===== config.mk =====
export PLATFORM = sky130hd
export DESIGN_NAME = tap_bank
export DESIGN_NICKNAME = d
export VERILOG_FILES = /design/src/design/vecdot_pkg.sv /design/src/design/tap_bank.sv
export VERILOG_INCLUDE_DIRS = /design/src /design/src/include
export SDC_FILE = /design/constraint.sdc
export NUM_CORES = 1
export LEC_CHECK = 0
export BUFFER_PORTS_ARGS = -buffer_cell sky130_fd_sc_hd__clkbuf_2
export CAP_MARGIN = 10
export CORE_AREA = 3 3 178 250
export DETAILED_ROUTE_END_ITERATION = 6
export DIE_AREA = 0 0 181 253
export SYNTH_ARGS = -nofsm -noshare
export SYNTH_HDL_FRONTEND = slang
export SYNTH_SLANG_ARGS = --single-unit

===== constraint.sdc =====
create_clock -name clk -period 2.75 [get_ports clk]
set_clock_uncertainty 0.2 [all_clocks]
set_input_delay 0.4125 -clock clk [delete_from_list [all_inputs] [get_ports clk]]
set_output_delay 0.4125 -clock clk [all_outputs]
set_load 0.01 [all_outputs]

===== src/include/vecdot_macros.svh =====
`ifndef VECDOT_MACROS_SVH
`define VECDOT_MACROS_SVH

//////////////////////////////////////////////////
// Sample format, 16 bits with 10 fraction bits
//////////////////////////////////////////////////

`define VD_IN_WIDTH 16
`define VD_IN_FRAC 10

//////////////////////////////////////////////////
// Vector length and derived widths
//////////////////////////////////////////////////

`define VD_TAPS 9
// Full product width plus 9 guard bits for the sum
`define VD_ACC_WIDTH 41
`define VD_IDX_WIDTH 4

`endif


===== src/design/vecdot_pkg.sv =====
`include "vecdot_macros.svh"

package vecdot_pkg;

  // One input sample, kernel tap or rounded output word
  typedef logic signed [`VD_IN_WIDTH-1:0] sample_t;

  // Product of two samples, 20 fraction bits
  typedef logic signed [2*`VD_IN_WIDTH-1:0] product_t;

  // Running sum of the nine products
  typedef logic signed [`VD_ACC_WIDTH-1:0] acc_t;

  // Position inside a vector, 0 to 8
  typedef logic [`VD_IDX_WIDTH-1:0] tap_idx_t;

  // Whole vector as carried between modules
  typedef sample_t tap_vec_t [`VD_TAPS];

endpackage


===== src/design/tap_bank.sv =====
`include "vecdot_macros.svh"

module tap_bank (
  input  logic                 clk,
  input  logic                 reset,
  input  logic                 en,
  input  vecdot_pkg::sample_t  din,
  input  logic                 din_valid,
  output vecdot_pkg::tap_vec_t vec,
  output logic                 vec_strobe
);

  // The ninth slot is the incoming sample itself
  localparam int SHIFT_DEPTH = `VD_TAPS - 1;

  vecdot_pkg::sample_t  shift_q [SHIFT_DEPTH];
  vecdot_pkg::tap_vec_t hold_q;
  vecdot_pkg::tap_idx_t count_q;
  logic                 accept;
  logic                 last_tap;
  logic                 strobe_q;

  assign accept   = en && din_valid;
  assign last_tap = (count_q == vecdot_pkg::tap_idx_t'(`VD_TAPS - 1));

  //////////////////////////////////////////////////
  // Serial input side
  //////////////////////////////////////////////////

  // Newest sample enters at the top, oldest drifts toward index 0
  always_ff @(posedge clk) begin
    if (reset) begin
      shift_q <= '{default: '0};
    end else if (accept) begin
      for (int i = 0; i < SHIFT_DEPTH - 1; i++) begin
        shift_q[i] <= shift_q[i+1];
      end
      shift_q[SHIFT_DEPTH-1] <= din;
    end
  end

  // Tap counter wraps after the ninth accepted sample
  always_ff @(posedge clk) begin
    if (reset) begin
      count_q <= '0;
    end else if (accept) begin
      if (last_tap) begin
        count_q <= '0;
      end else begin
        count_q <= count_q + 1'b1;
      end
    end
  end

  //////////////////////////////////////////////////
  // Hold bank
  //////////////////////////////////////////////////

  // First sample of the vector lands at index 0
  always_ff @(posedge clk) begin
    if (reset) begin
      hold_q <= '{default: '0};
    end else if (accept && last_tap) begin
      for (int i = 0; i < SHIFT_DEPTH; i++) begin
        hold_q[i] <= shift_q[i];
      end
      hold_q[`VD_TAPS-1] <= din;
    end
  end

  // One enabled cycle per completed vector
  always_ff @(posedge clk) begin
    if (reset) begin
      strobe_q <= 1'b0;
    end else if (en) begin
      strobe_q <= din_valid && last_tap;
    end
  end

  assign vec        = hold_q;
  assign vec_strobe = strobe_q;

endmodule


==> impl_results.md <==
* Antenna viol nets, final at 0
* Via-to-Cell Ratio at around 4.3
* Synth area leaders: dfxtp_1 50%, nand2b_1 16%, mux2i_1 13%
* Fraction of layout cells with a size suffix above 1 at 17.1%
* Via count at 8,193
* First-pass GRT wire length at about 46,000 um
* Fin crit share at between 70% and 80%
* DIE WIDTH at 181 um
* Hold Path Class: in2reg
* Total grt overflow at 0
* Synth Area in XOR/XNOR at less than 1%
* H-Tree Depth at 1
* Worst-Margin Slew at approximately 0.69 ns
* Worst-Skew Late Latency at ~0.55 ns
* Starting Density at between 20% and 30%
* Share of the synthesized area in the top cell type at slightly above 50%
* Worst EP arrival at approximately 2.2 ns
* Run status: completed
* Post-route DRC at 0
* Initial DRC Count at 530
* Fillers at between 4,000 and 5,000
* Ys Warns at 0
* Fmax achieved at about 520 MHz
* CP max FO at 52
* Post-synth top area cell: dfxtp_1
* Worst-path clk slew at about 0.060 ns
* Commonest cells in the netlist: 288 x nand2b_1, 277 x dfxtp_1, 260 x nand2_1, 144 x mux2i_1, 129 x a21oi_1
* Total Wirelength at a little under 30,000 um
* Antenna cells at 0
* Ys async rst share at 0%
* Yosys reg bits at between 200 and 300
* PD cells at 615 nW/um^2
* CP Capture Type: register
* Most common cell in the synthesized netlist: nand2b_1
* Die area at between 40,000 and 50,000 sq um
* Syn nets at between 1,000 and 1,500
* Via count of the first global-routing pass at 8,059
* CTS resizes at 0
* Complex-gate fraction of the synthesized area at ~6%
* Worst Reg-to-Reg Cells at 7
* Drt pass-1 iters at 6
* CTS Root Buffer Type: clkbuf_16
* Final Instance Area at ~13,000 sq um
* Post-synthesis cell area at between 10,000 and 15,000 sq um
* Synth Area in Adders at 0.227%
* Detail Placement HPWL at between 20,000 and 25,000 um
* Avg Cell Area, Syn at 9.12 sq um
* Mapped Cells at ~1,200
* CTS buffer count at 29
* Antenna violations before repair at 0
* Final setup violation count at 0
* Cell Area, Placed at 12,400 sq um
* GPL Wtd Cong at approximately 0.73
* Mux share of post-synthesis cell area at between 10% and 20%
* Simple-gate portion of the synthesized area at 25.7%
* Slew Viols, Final at 0
* Combinational family with the most area after synthesis: simple AND/OR/NAND/NOR gates
* Fin nets at about 1,400
* Worst hold stages at 3
* CP Data Required Time at between 3 and 4 ns
* Sequential area share after synthesis at approximately 50%
* Clk buf depth at 3
* Leakage at 4.58 nW
* Area Growth Syn to Fin at 22.4%
* Max_cap viols at 0
* CTS sink count at ~280
* Wire length per cell at roughly 15 um
* Die outline height at around 250 um
* Core Region at 42,200 sq um
* Number of synthesized flops with an enable pin at 0
* Post-synth top flop: dfxtp_1
* Sum Neg Setup Slack at 0 ns
* Unique masters post-synth at 23
* IO Port Bufs at 164
* Rows at just under 90
* Global Route Usage Sum at approximately an eighth
* Largest net degree at the start of global routing at 132
* Worst Setup Start Kind: register
* Final Hold Fails at 0
* IO Count at roughly 170
* VDD IR-drop max at between 0.4 and 0.5 mV
* Worst Setup Path Type: reg2reg
* Minimum clock period at just under 2 ns
* RSZ-0062 raised after global routing: false
* CTS tree: done
* Max-slew headroom at 53.7%
## worst max-delay path, cell delays in order, from the launching register on
cell	delay, ns
dfxtp_1	0.34
inv_1	0.06
ha_1	0.13
nand2_1	0.08
nor3_4	0.17
buf_12	0.23
buf_12	0.32
mux2i_1	0.24
## power breakdown
part	switching, mW	leakage, nW	internal, mW
Sequential	0.0180	2.23	4.03
Combinational	0.174	1.88	0.133
Clock	1.63	0.470	2.29
## logic make-up after synthesis
kind of cell	Yosys count
adder cells (fa/ha/maj)	2
multiplexers	144
AO/OA/AOI/OAI	132
AND/OR/NAND/NOR	556
XOR/XNOR	2
flip-flops	277
buffers and inverters	94
## flip-flops by register name, indices dropped and copies added (netlist names)
register and cells:
shift_q 128, vec_strobe 1, count_q 4, vec 144
## worst paths after layout
| path | startpoint | end | slack, ns |
|---|---|---|---|
| max reg2reg | count_q[0]$_SDFFE_PP0P_ | vec[81]$_SDFFE_PP0P_ | 0.81 |
| max | count_q[0]$_SDFFE_PP0P_ | vec[81]$_SDFFE_PP0P_ | 0.81 |
| min reg2reg | shift_q[112]$_SDFFE_PP0P_ | shift_q[112]$_SDFFE_PP0P_ | 0.26 |
| min | en | vec_strobe$_SDFFE_PP0P_ | 0.07 |
## cell usage in the layout, fill, tap and decap left out, drive strengths merged
cell,Yosys,routed
and2,1,1
or3,1,1
clkbuf,51,204
a211oi,1,1
mux2i,144,144
ha,2,2
o21ai,1,1
inv,2,4
dfxtp,277,277
xor2,1,1
buf,41,20
dlygate4sd3,0,16
nor3,3,3
clkinv,0,6
nand3,2,2
xnor2,1,1
o21ba,1,1
clkinvlp,0,1
nand2b,288,288
nand2,260,260
nor2b,1,1
bufinv,0,2
a21oi,129,129
## layout make-up
class	count	area, sq um	share of cell area, %
Sequential cell	277	5550	41.2
Tap cell	546	683	5.07
Timing Repair Buffer	199	1280	9.53
Multi-Input combinational cell	836	4990	37.1
Inverter	2	7.51	0.0557
Clock inverter	11	121	0.901
Clock buffer	41	831	6.17
## layer usage
metal | global-route usage [%] | share of wire (%) | wire length (um)
met2 | 22.5 | 52 | 15100
met3 | 1.87 | 3.9 | 1140
met1 | 14.4 | 41 | 12000
met5 | 0 | 0 | 0
met4 | 4.22 | 2.9 | 831
## stage by stage
stage | setup WS [ns] | power [mW] | util (%) | cells | hold WS [ns]
final | 0.813 | 8.28 | 31.9 | 1912 | 0.0708
after global routing | 0.648 | 8.57 | 31.9 | 1912 | 0.0932
after CTS | 0.795 | 8.42 | 31.9 | 1912 | 0.0351
after detailed placement | 0.745 | 4.43 | 29.3 | 1844 | 0.248
after global placement | 0.792 | 4.43 | 29.3 | 1844 | 0.246
after floorplan | 1.15 | 4.34 | - | 1207 | 0.237
## timing repair
| item | CTS | global route |
|---|---|---|
| setup buffers | 0 | 0 |
| hold buffers | 16 | 0 |
| hold endpoints to repair | 32 | 0 |
Power figures use the tool's default switching activity.
