File: src/include/vecdot_macros.svh
`ifndef VECDOT_MACROS_SVH
`define VECDOT_MACROS_SVH

//////////////////////////////////////////////////
// Sample format, 16 bits with 10 fraction bits
//////////////////////////////////////////////////

`define VD_IN_WIDTH 16
`define VD_IN_FRAC 10

//////////////////////////////////////////////////
// Vector length and derived widths
//////////////////////////////////////////////////

`define VD_TAPS 9
// Full product width plus 9 guard bits for the sum
`define VD_ACC_WIDTH 41
`define VD_IDX_WIDTH 4

`endif

File: src/design/vecdot_pkg.sv
`include "vecdot_macros.svh"

package vecdot_pkg;

  // One input sample, kernel tap or rounded output word
  typedef logic signed [`VD_IN_WIDTH-1:0] sample_t;

  // Product of two samples, 20 fraction bits
  typedef logic signed [2*`VD_IN_WIDTH-1:0] product_t;

  // Running sum of the nine products
  typedef logic signed [`VD_ACC_WIDTH-1:0] acc_t;

  // Position inside a vector, 0 to 8
  typedef logic [`VD_IDX_WIDTH-1:0] tap_idx_t;

  // Whole vector as carried between modules
  typedef sample_t tap_vec_t [`VD_TAPS];

endpackage

File: src/design/fixed_round.sv
`include "vecdot_macros.svh"

module fixed_round (
  input  logic                clk,
  input  logic                reset,
  input  logic                en,
  input  vecdot_pkg::acc_t    acc,
  input  logic                acc_valid,
  output vecdot_pkg::sample_t dout,
  output logic                dout_valid,
  output logic                sat
);

  // Bits from the output sign bit up to the accumulator sign bit
  localparam int UPPER_WIDTH = `VD_ACC_WIDTH - `VD_IN_WIDTH + 1;

  vecdot_pkg::acc_t    rounded;
  vecdot_pkg::acc_t    shifted;
  logic [UPPER_WIDTH-1:0] upper;
  logic                pos_ovf;
  logic                neg_ovf;
  vecdot_pkg::sample_t clamped;
  vecdot_pkg::sample_t dout_q;
  logic                valid_q;
  logic                sat_q;

  // Round half up, then drop 10 of the 20 fraction bits
  assign rounded = acc + vecdot_pkg::acc_t'(1 << (`VD_IN_FRAC - 1));
  assign shifted = rounded >>> `VD_IN_FRAC;

  // Out of range unless all upper bits match the sign
  assign upper   = shifted[`VD_ACC_WIDTH-1:`VD_IN_WIDTH-1];
  assign pos_ovf = !upper[UPPER_WIDTH-1] && (|upper);
  assign neg_ovf = upper[UPPER_WIDTH-1] && !(&upper);

  always_comb begin
    if (pos_ovf) begin
      clamped = {1'b0, {(`VD_IN_WIDTH-1){1'b1}}};
    end else if (neg_ovf) begin
      clamped = {1'b1, {(`VD_IN_WIDTH-1){1'b0}}};
    end else begin
      clamped = shifted[`VD_IN_WIDTH-1:0];
    end
  end

  //////////////////////////////////////////////////
  // Output register
  //////////////////////////////////////////////////

  always_ff @(posedge clk) begin
    if (reset) begin
      dout_q  <= '0;
      valid_q <= 1'b0;
      sat_q   <= 1'b0;
    end else if (en) begin
      valid_q <= acc_valid;
      sat_q   <= acc_valid && (pos_ovf || neg_ovf);
      // dout keeps the last result between valid pulses
      if (acc_valid) begin
        dout_q <= clamped;
      end
    end
  end

  assign dout       = dout_q;
  assign dout_valid = valid_q;
  assign sat        = sat_q;

endmodule

File: config.mk
export PLATFORM = sky130hd
export DESIGN_NAME = fixed_round
export DESIGN_NICKNAME = d
export VERILOG_FILES = /design/src/design/vecdot_pkg.sv /design/src/design/fixed_round.sv
export VERILOG_INCLUDE_DIRS = /design/src /design/src/include
export SDC_FILE = /design/constraint.sdc
export NUM_CORES = 1
export LEC_CHECK = 0
export BUFFER_PORTS_ARGS = -buffer_cell sky130_fd_sc_hd__clkbuf_2
export CAP_MARGIN = 0
export CORE_UTILIZATION = 40
export CTS_BUF_LIST = sky130_fd_sc_hd__clkbuf_4 sky130_fd_sc_hd__clkbuf_8
export CTS_CLUSTER_DIAMETER = 200
export DETAILED_ROUTE_END_ITERATION = 6
export MAX_ROUTING_LAYER = met4
export PLACE_DENSITY = 0.66
export SLEW_MARGIN = 20
export SYNTH_ARGS = -nofsm -noshare
export SYNTH_HDL_FRONTEND = slang
export SYNTH_SLANG_ARGS = --single-unit
File: constraint.sdc
create_clock -name clk -period 4.2 [get_ports clk]
set_input_delay 0.84 -clock clk [delete_from_list [all_inputs] [get_ports clk]]
set_output_delay 0.84 -clock clk [all_outputs]
set_load 0.03 [all_outputs]
==> impl_metrics.json <==
{
  "status": "completed",
  "end_kind": "register",
  "synthTopCellsByArea": "dfxtp_1 19%, o32ai_2 7.9%, nor2_1 5.9%",
  "synth.ff_latch_count": 18,
  "syn_nets": 264,
  "cap_viol_max_count": 0,
  "setup-violations-final": 0,
  "multi_input_area_um2": 1430,
  "cts_tree": "yes",
  "synthCells": 217,
  "crit_start": "acc[16]",
  "grt_pass1_vias": 1591,
  "p_leak_nw": 0.860,
  "die_w_um": 70.0,
  "antenna_found_initial": 0,
  "yosysTopAreaCell": "dfxtp_1",
  "finalHoldViolCount": 0,
  "routedWlPerCell_um": 13.9,
  "avgSynthCellArea_um2": 8.53,
  "r2r_start": "dout[10]$_SDFFE_PP0P_",
  "ctsHoldBuffers": 0,
  "core_um2": 4410,
  "diodes": 0,
  "power_w": 0.000489,
  "grt-ovfl-total": 0,
  "synth_area_um2": 1850,
  "rows": 24,
  "ant_nets": 0,
  "hold_class": "reg2reg",
  "critPathMaxFanout": 15,
  "synth_cell_types": 52,
  "power_density_nw_per_um2": 224,
  "slew_violations": 0,
  "grt_max_degree": 35,
  "dpl.hpwl_um": 3550,
  "clockRootBuffer": "clkbuf_8",
  "fin_tns_setup_ns": 0,
  "clkSlewWorstSetupHoldPaths_ns": 0.06,
  "die_area_um2": 4910,
  "max_freq_mhz": 314,
  "cp.arrival_ns": 3.28,
  "io_buffers": 53,
  "drcViolationCount": 0,
  "path_class": "in2reg",
  "synthToLayoutAreaGrowth_pct": 17.8,
  "nFillCells": 448,
  "crit_path_end": "dout[12]$_SDFFE_PP0P_",
  "cp.required_ns": 4.29,
  "dp.cells": 314,
  "post-route-util_pct": 49.4,
  "via_count": 1817,
  "start_kind": "input port",
  "die_h_um": 70.0,
  "grt_pass1_wl_um": 7240,
  "wl_um": 4410,
  "reg2reg_depth": 3,
  "drt_iter0_drc": 85,
  "rsz0062_at_grt": "false",
  "clk_latency_ns": 0.25,
  "drive_gt1_share_pct": 30.9,
  "cts.htree.levels": 1,
  "yosys_warnings": 0,
  "synth_top_area_share_pct": 19.5,
  "nets": 314,
  "drtPass1Iterations": 4,
  "final_cells": 317,
  "period_share_pct": 75.9,
  "post_cts.repair.setup_buffers": 0,
  "cts_buffers": 3,
  "clockBufferDepth": 2,
  "start_util_pct": 42.0,
  "ctsResizeCount": 0,
  "relSlewSlack_pct": 53.3,
  "cts_sinks": 18,
  "min_period_ns": 3.19,
  "ys_seq_area_share_pct": 19.5,
  "num_io_pins": 63,
  "via_per_inst": 5.73,
  "regArea_um2": 360,
  "holdWs_ns": 0.460,
  "peakVddDrop_uv": 116,
  "timing.rr.end": "dout[10]$_SDFFE_PP0P_",
  "clock-skew-final_ns": 0,
  "track_usage_pct": 18.2,
  "worstMarginPinSlew_ns": 0.697,
  "globalplace.congestion": 0.915,
  "r2r_slack_ns": 3.20
}
-- cells by family after synthesis --
kind of cell	after synthesis	synth area share, %
flops	18	19.5
simple gates	123	41.1
fa+ha+maj	2	1.35
compound gates	39	23.6
buf+inv	12	3.24
mux	2	1.35
xor+xnor	21	9.93
-- worst max-delay path: stages --
cell      delay (ns)
clkbuf_2        0.16
nand4_4         0.20
nor4_4          0.59
nand4_1         0.18
xor2_1          0.33
nand4_1         0.23
o41ai_4         0.34
buf_4           0.30
o32ai_1         0.12
-- final cells by class --
| class | count | area share [%] |
|---|---|---|
| well taps | 52 | 2.98 |
| multi-input cells | 187 | 65.6 |
| flip-flops and latches | 18 | 16.5 |
| repair buffers | 54 | 12.5 |
| clock buffers | 3 | 1.89 |
| inverters | 3 | 0.516 |
-- flip-flops by register name, summed over array words and instances (netlist names) --
register / count
sat: 1
dout_valid: 1
dout: 16
-- placed cells by master, fill, tap and decap left out, types with 2 or more instances in the layout --
master / n
clkbuf_2: 53
nor2_1: 29
dfxtp_1: 18
nand3_1: 16
nand2_1: 15
or3_1: 15
xor2_1: 12
xnor2_1: 9
o32ai_2: 9
nand4_1: 8
and2_1: 6
and4_1: 6
and3_1: 6
o32ai_1: 5
nor4_4: 4
inv_1: 3
a21oi_1: 3
nand2b_1: 3
o21ai_0: 3
clkbuf_8: 3
nor3b_1: 2
a31o_2: 2
nor3_1: 2
nand3b_1: 2
a21boi_0: 2
ha_1: 2
-- stage by stage --
step	worst slack [ns]	area, um2
after floorplan	1.21	1850
after global placement	0.790	2140
after detailed placement	0.787	2140
after CTS	1.04	2180
after global routing	0.815	2180
final	1.01	2180
-- worst min path at each step --
stage | cells past startpoint | slack (ns) | from | end
floorplan | 2 | 0.58 | dout[15]$_SDFFE_PP0P_ | dout[15]$_SDFFE_PP0P_
global placement | 2 | 0.45 | dout[15]$_SDFFE_PP0P_ | dout[15]$_SDFFE_PP0P_
detailed placement | 2 | 0.45 | dout[15]$_SDFFE_PP0P_ | dout[15]$_SDFFE_PP0P_
CTS | 2 | 0.46 | dout[15]$_SDFFE_PP0P_ | dout[15]$_SDFFE_PP0P_
global route | 2 | 0.49 | sat$_SDFFE_PP0P_ | sat$_SDFFE_PP0P_
finish | 2 | 0.46 | dout[15]$_SDFFE_PP0P_ | dout[15]$_SDFFE_PP0P_
-- power by group --
part | switching, W | internal [W]
combinational | 0.000112 | 0.0000652
sequential | 0.00000804 | 0.000187
clock | 0.0000532 | 0.0000635
total | 0.000173 | 0.000316
-- metal layers --
| layer | global-route usage [%] | share of wire, % | vias up |
|---|---|---|---|
| met3 | 2.02 | 3.2 | 2 |
| li1 | - | - | 931 |
| met4 | 2.00 | 0.57 | 0 |
| met5 | - | 0 | - |
| met1 | 24.2 | 48 | 845 |
| met2 | 30.7 | 48 | 39 |
-- synthesized netlist by cell type, drive strengths merged --
master	number
o221ai	1
inv	3
a21boi	2
or2	1
o21a	1
a41o	1
o41ai	1
a31o	2
a41oi	2
o22ai	2
ha	2
nand2	15
nor3b	2
o32ai	14
nor4bb	1
clkbuf	7
o311ai	1
and4	6
nor3	2
nand2b	3
nand3	17
a21o	1
nand4	10
nor4b	1
xor2	12
mux2i	1
a211o	1
and3	6
mux2	1
or3	15
nand3b	2
a31oi	1
a21oi	3
nor2	29
o21bai	1
and3b	1
nand4b	1
buf	2
dfxtp	18
xnor2	9
and2	6
nor4	5
a221oi	1
o211ai	1
o21ai	3
Power figures use the tool's default switching activity.
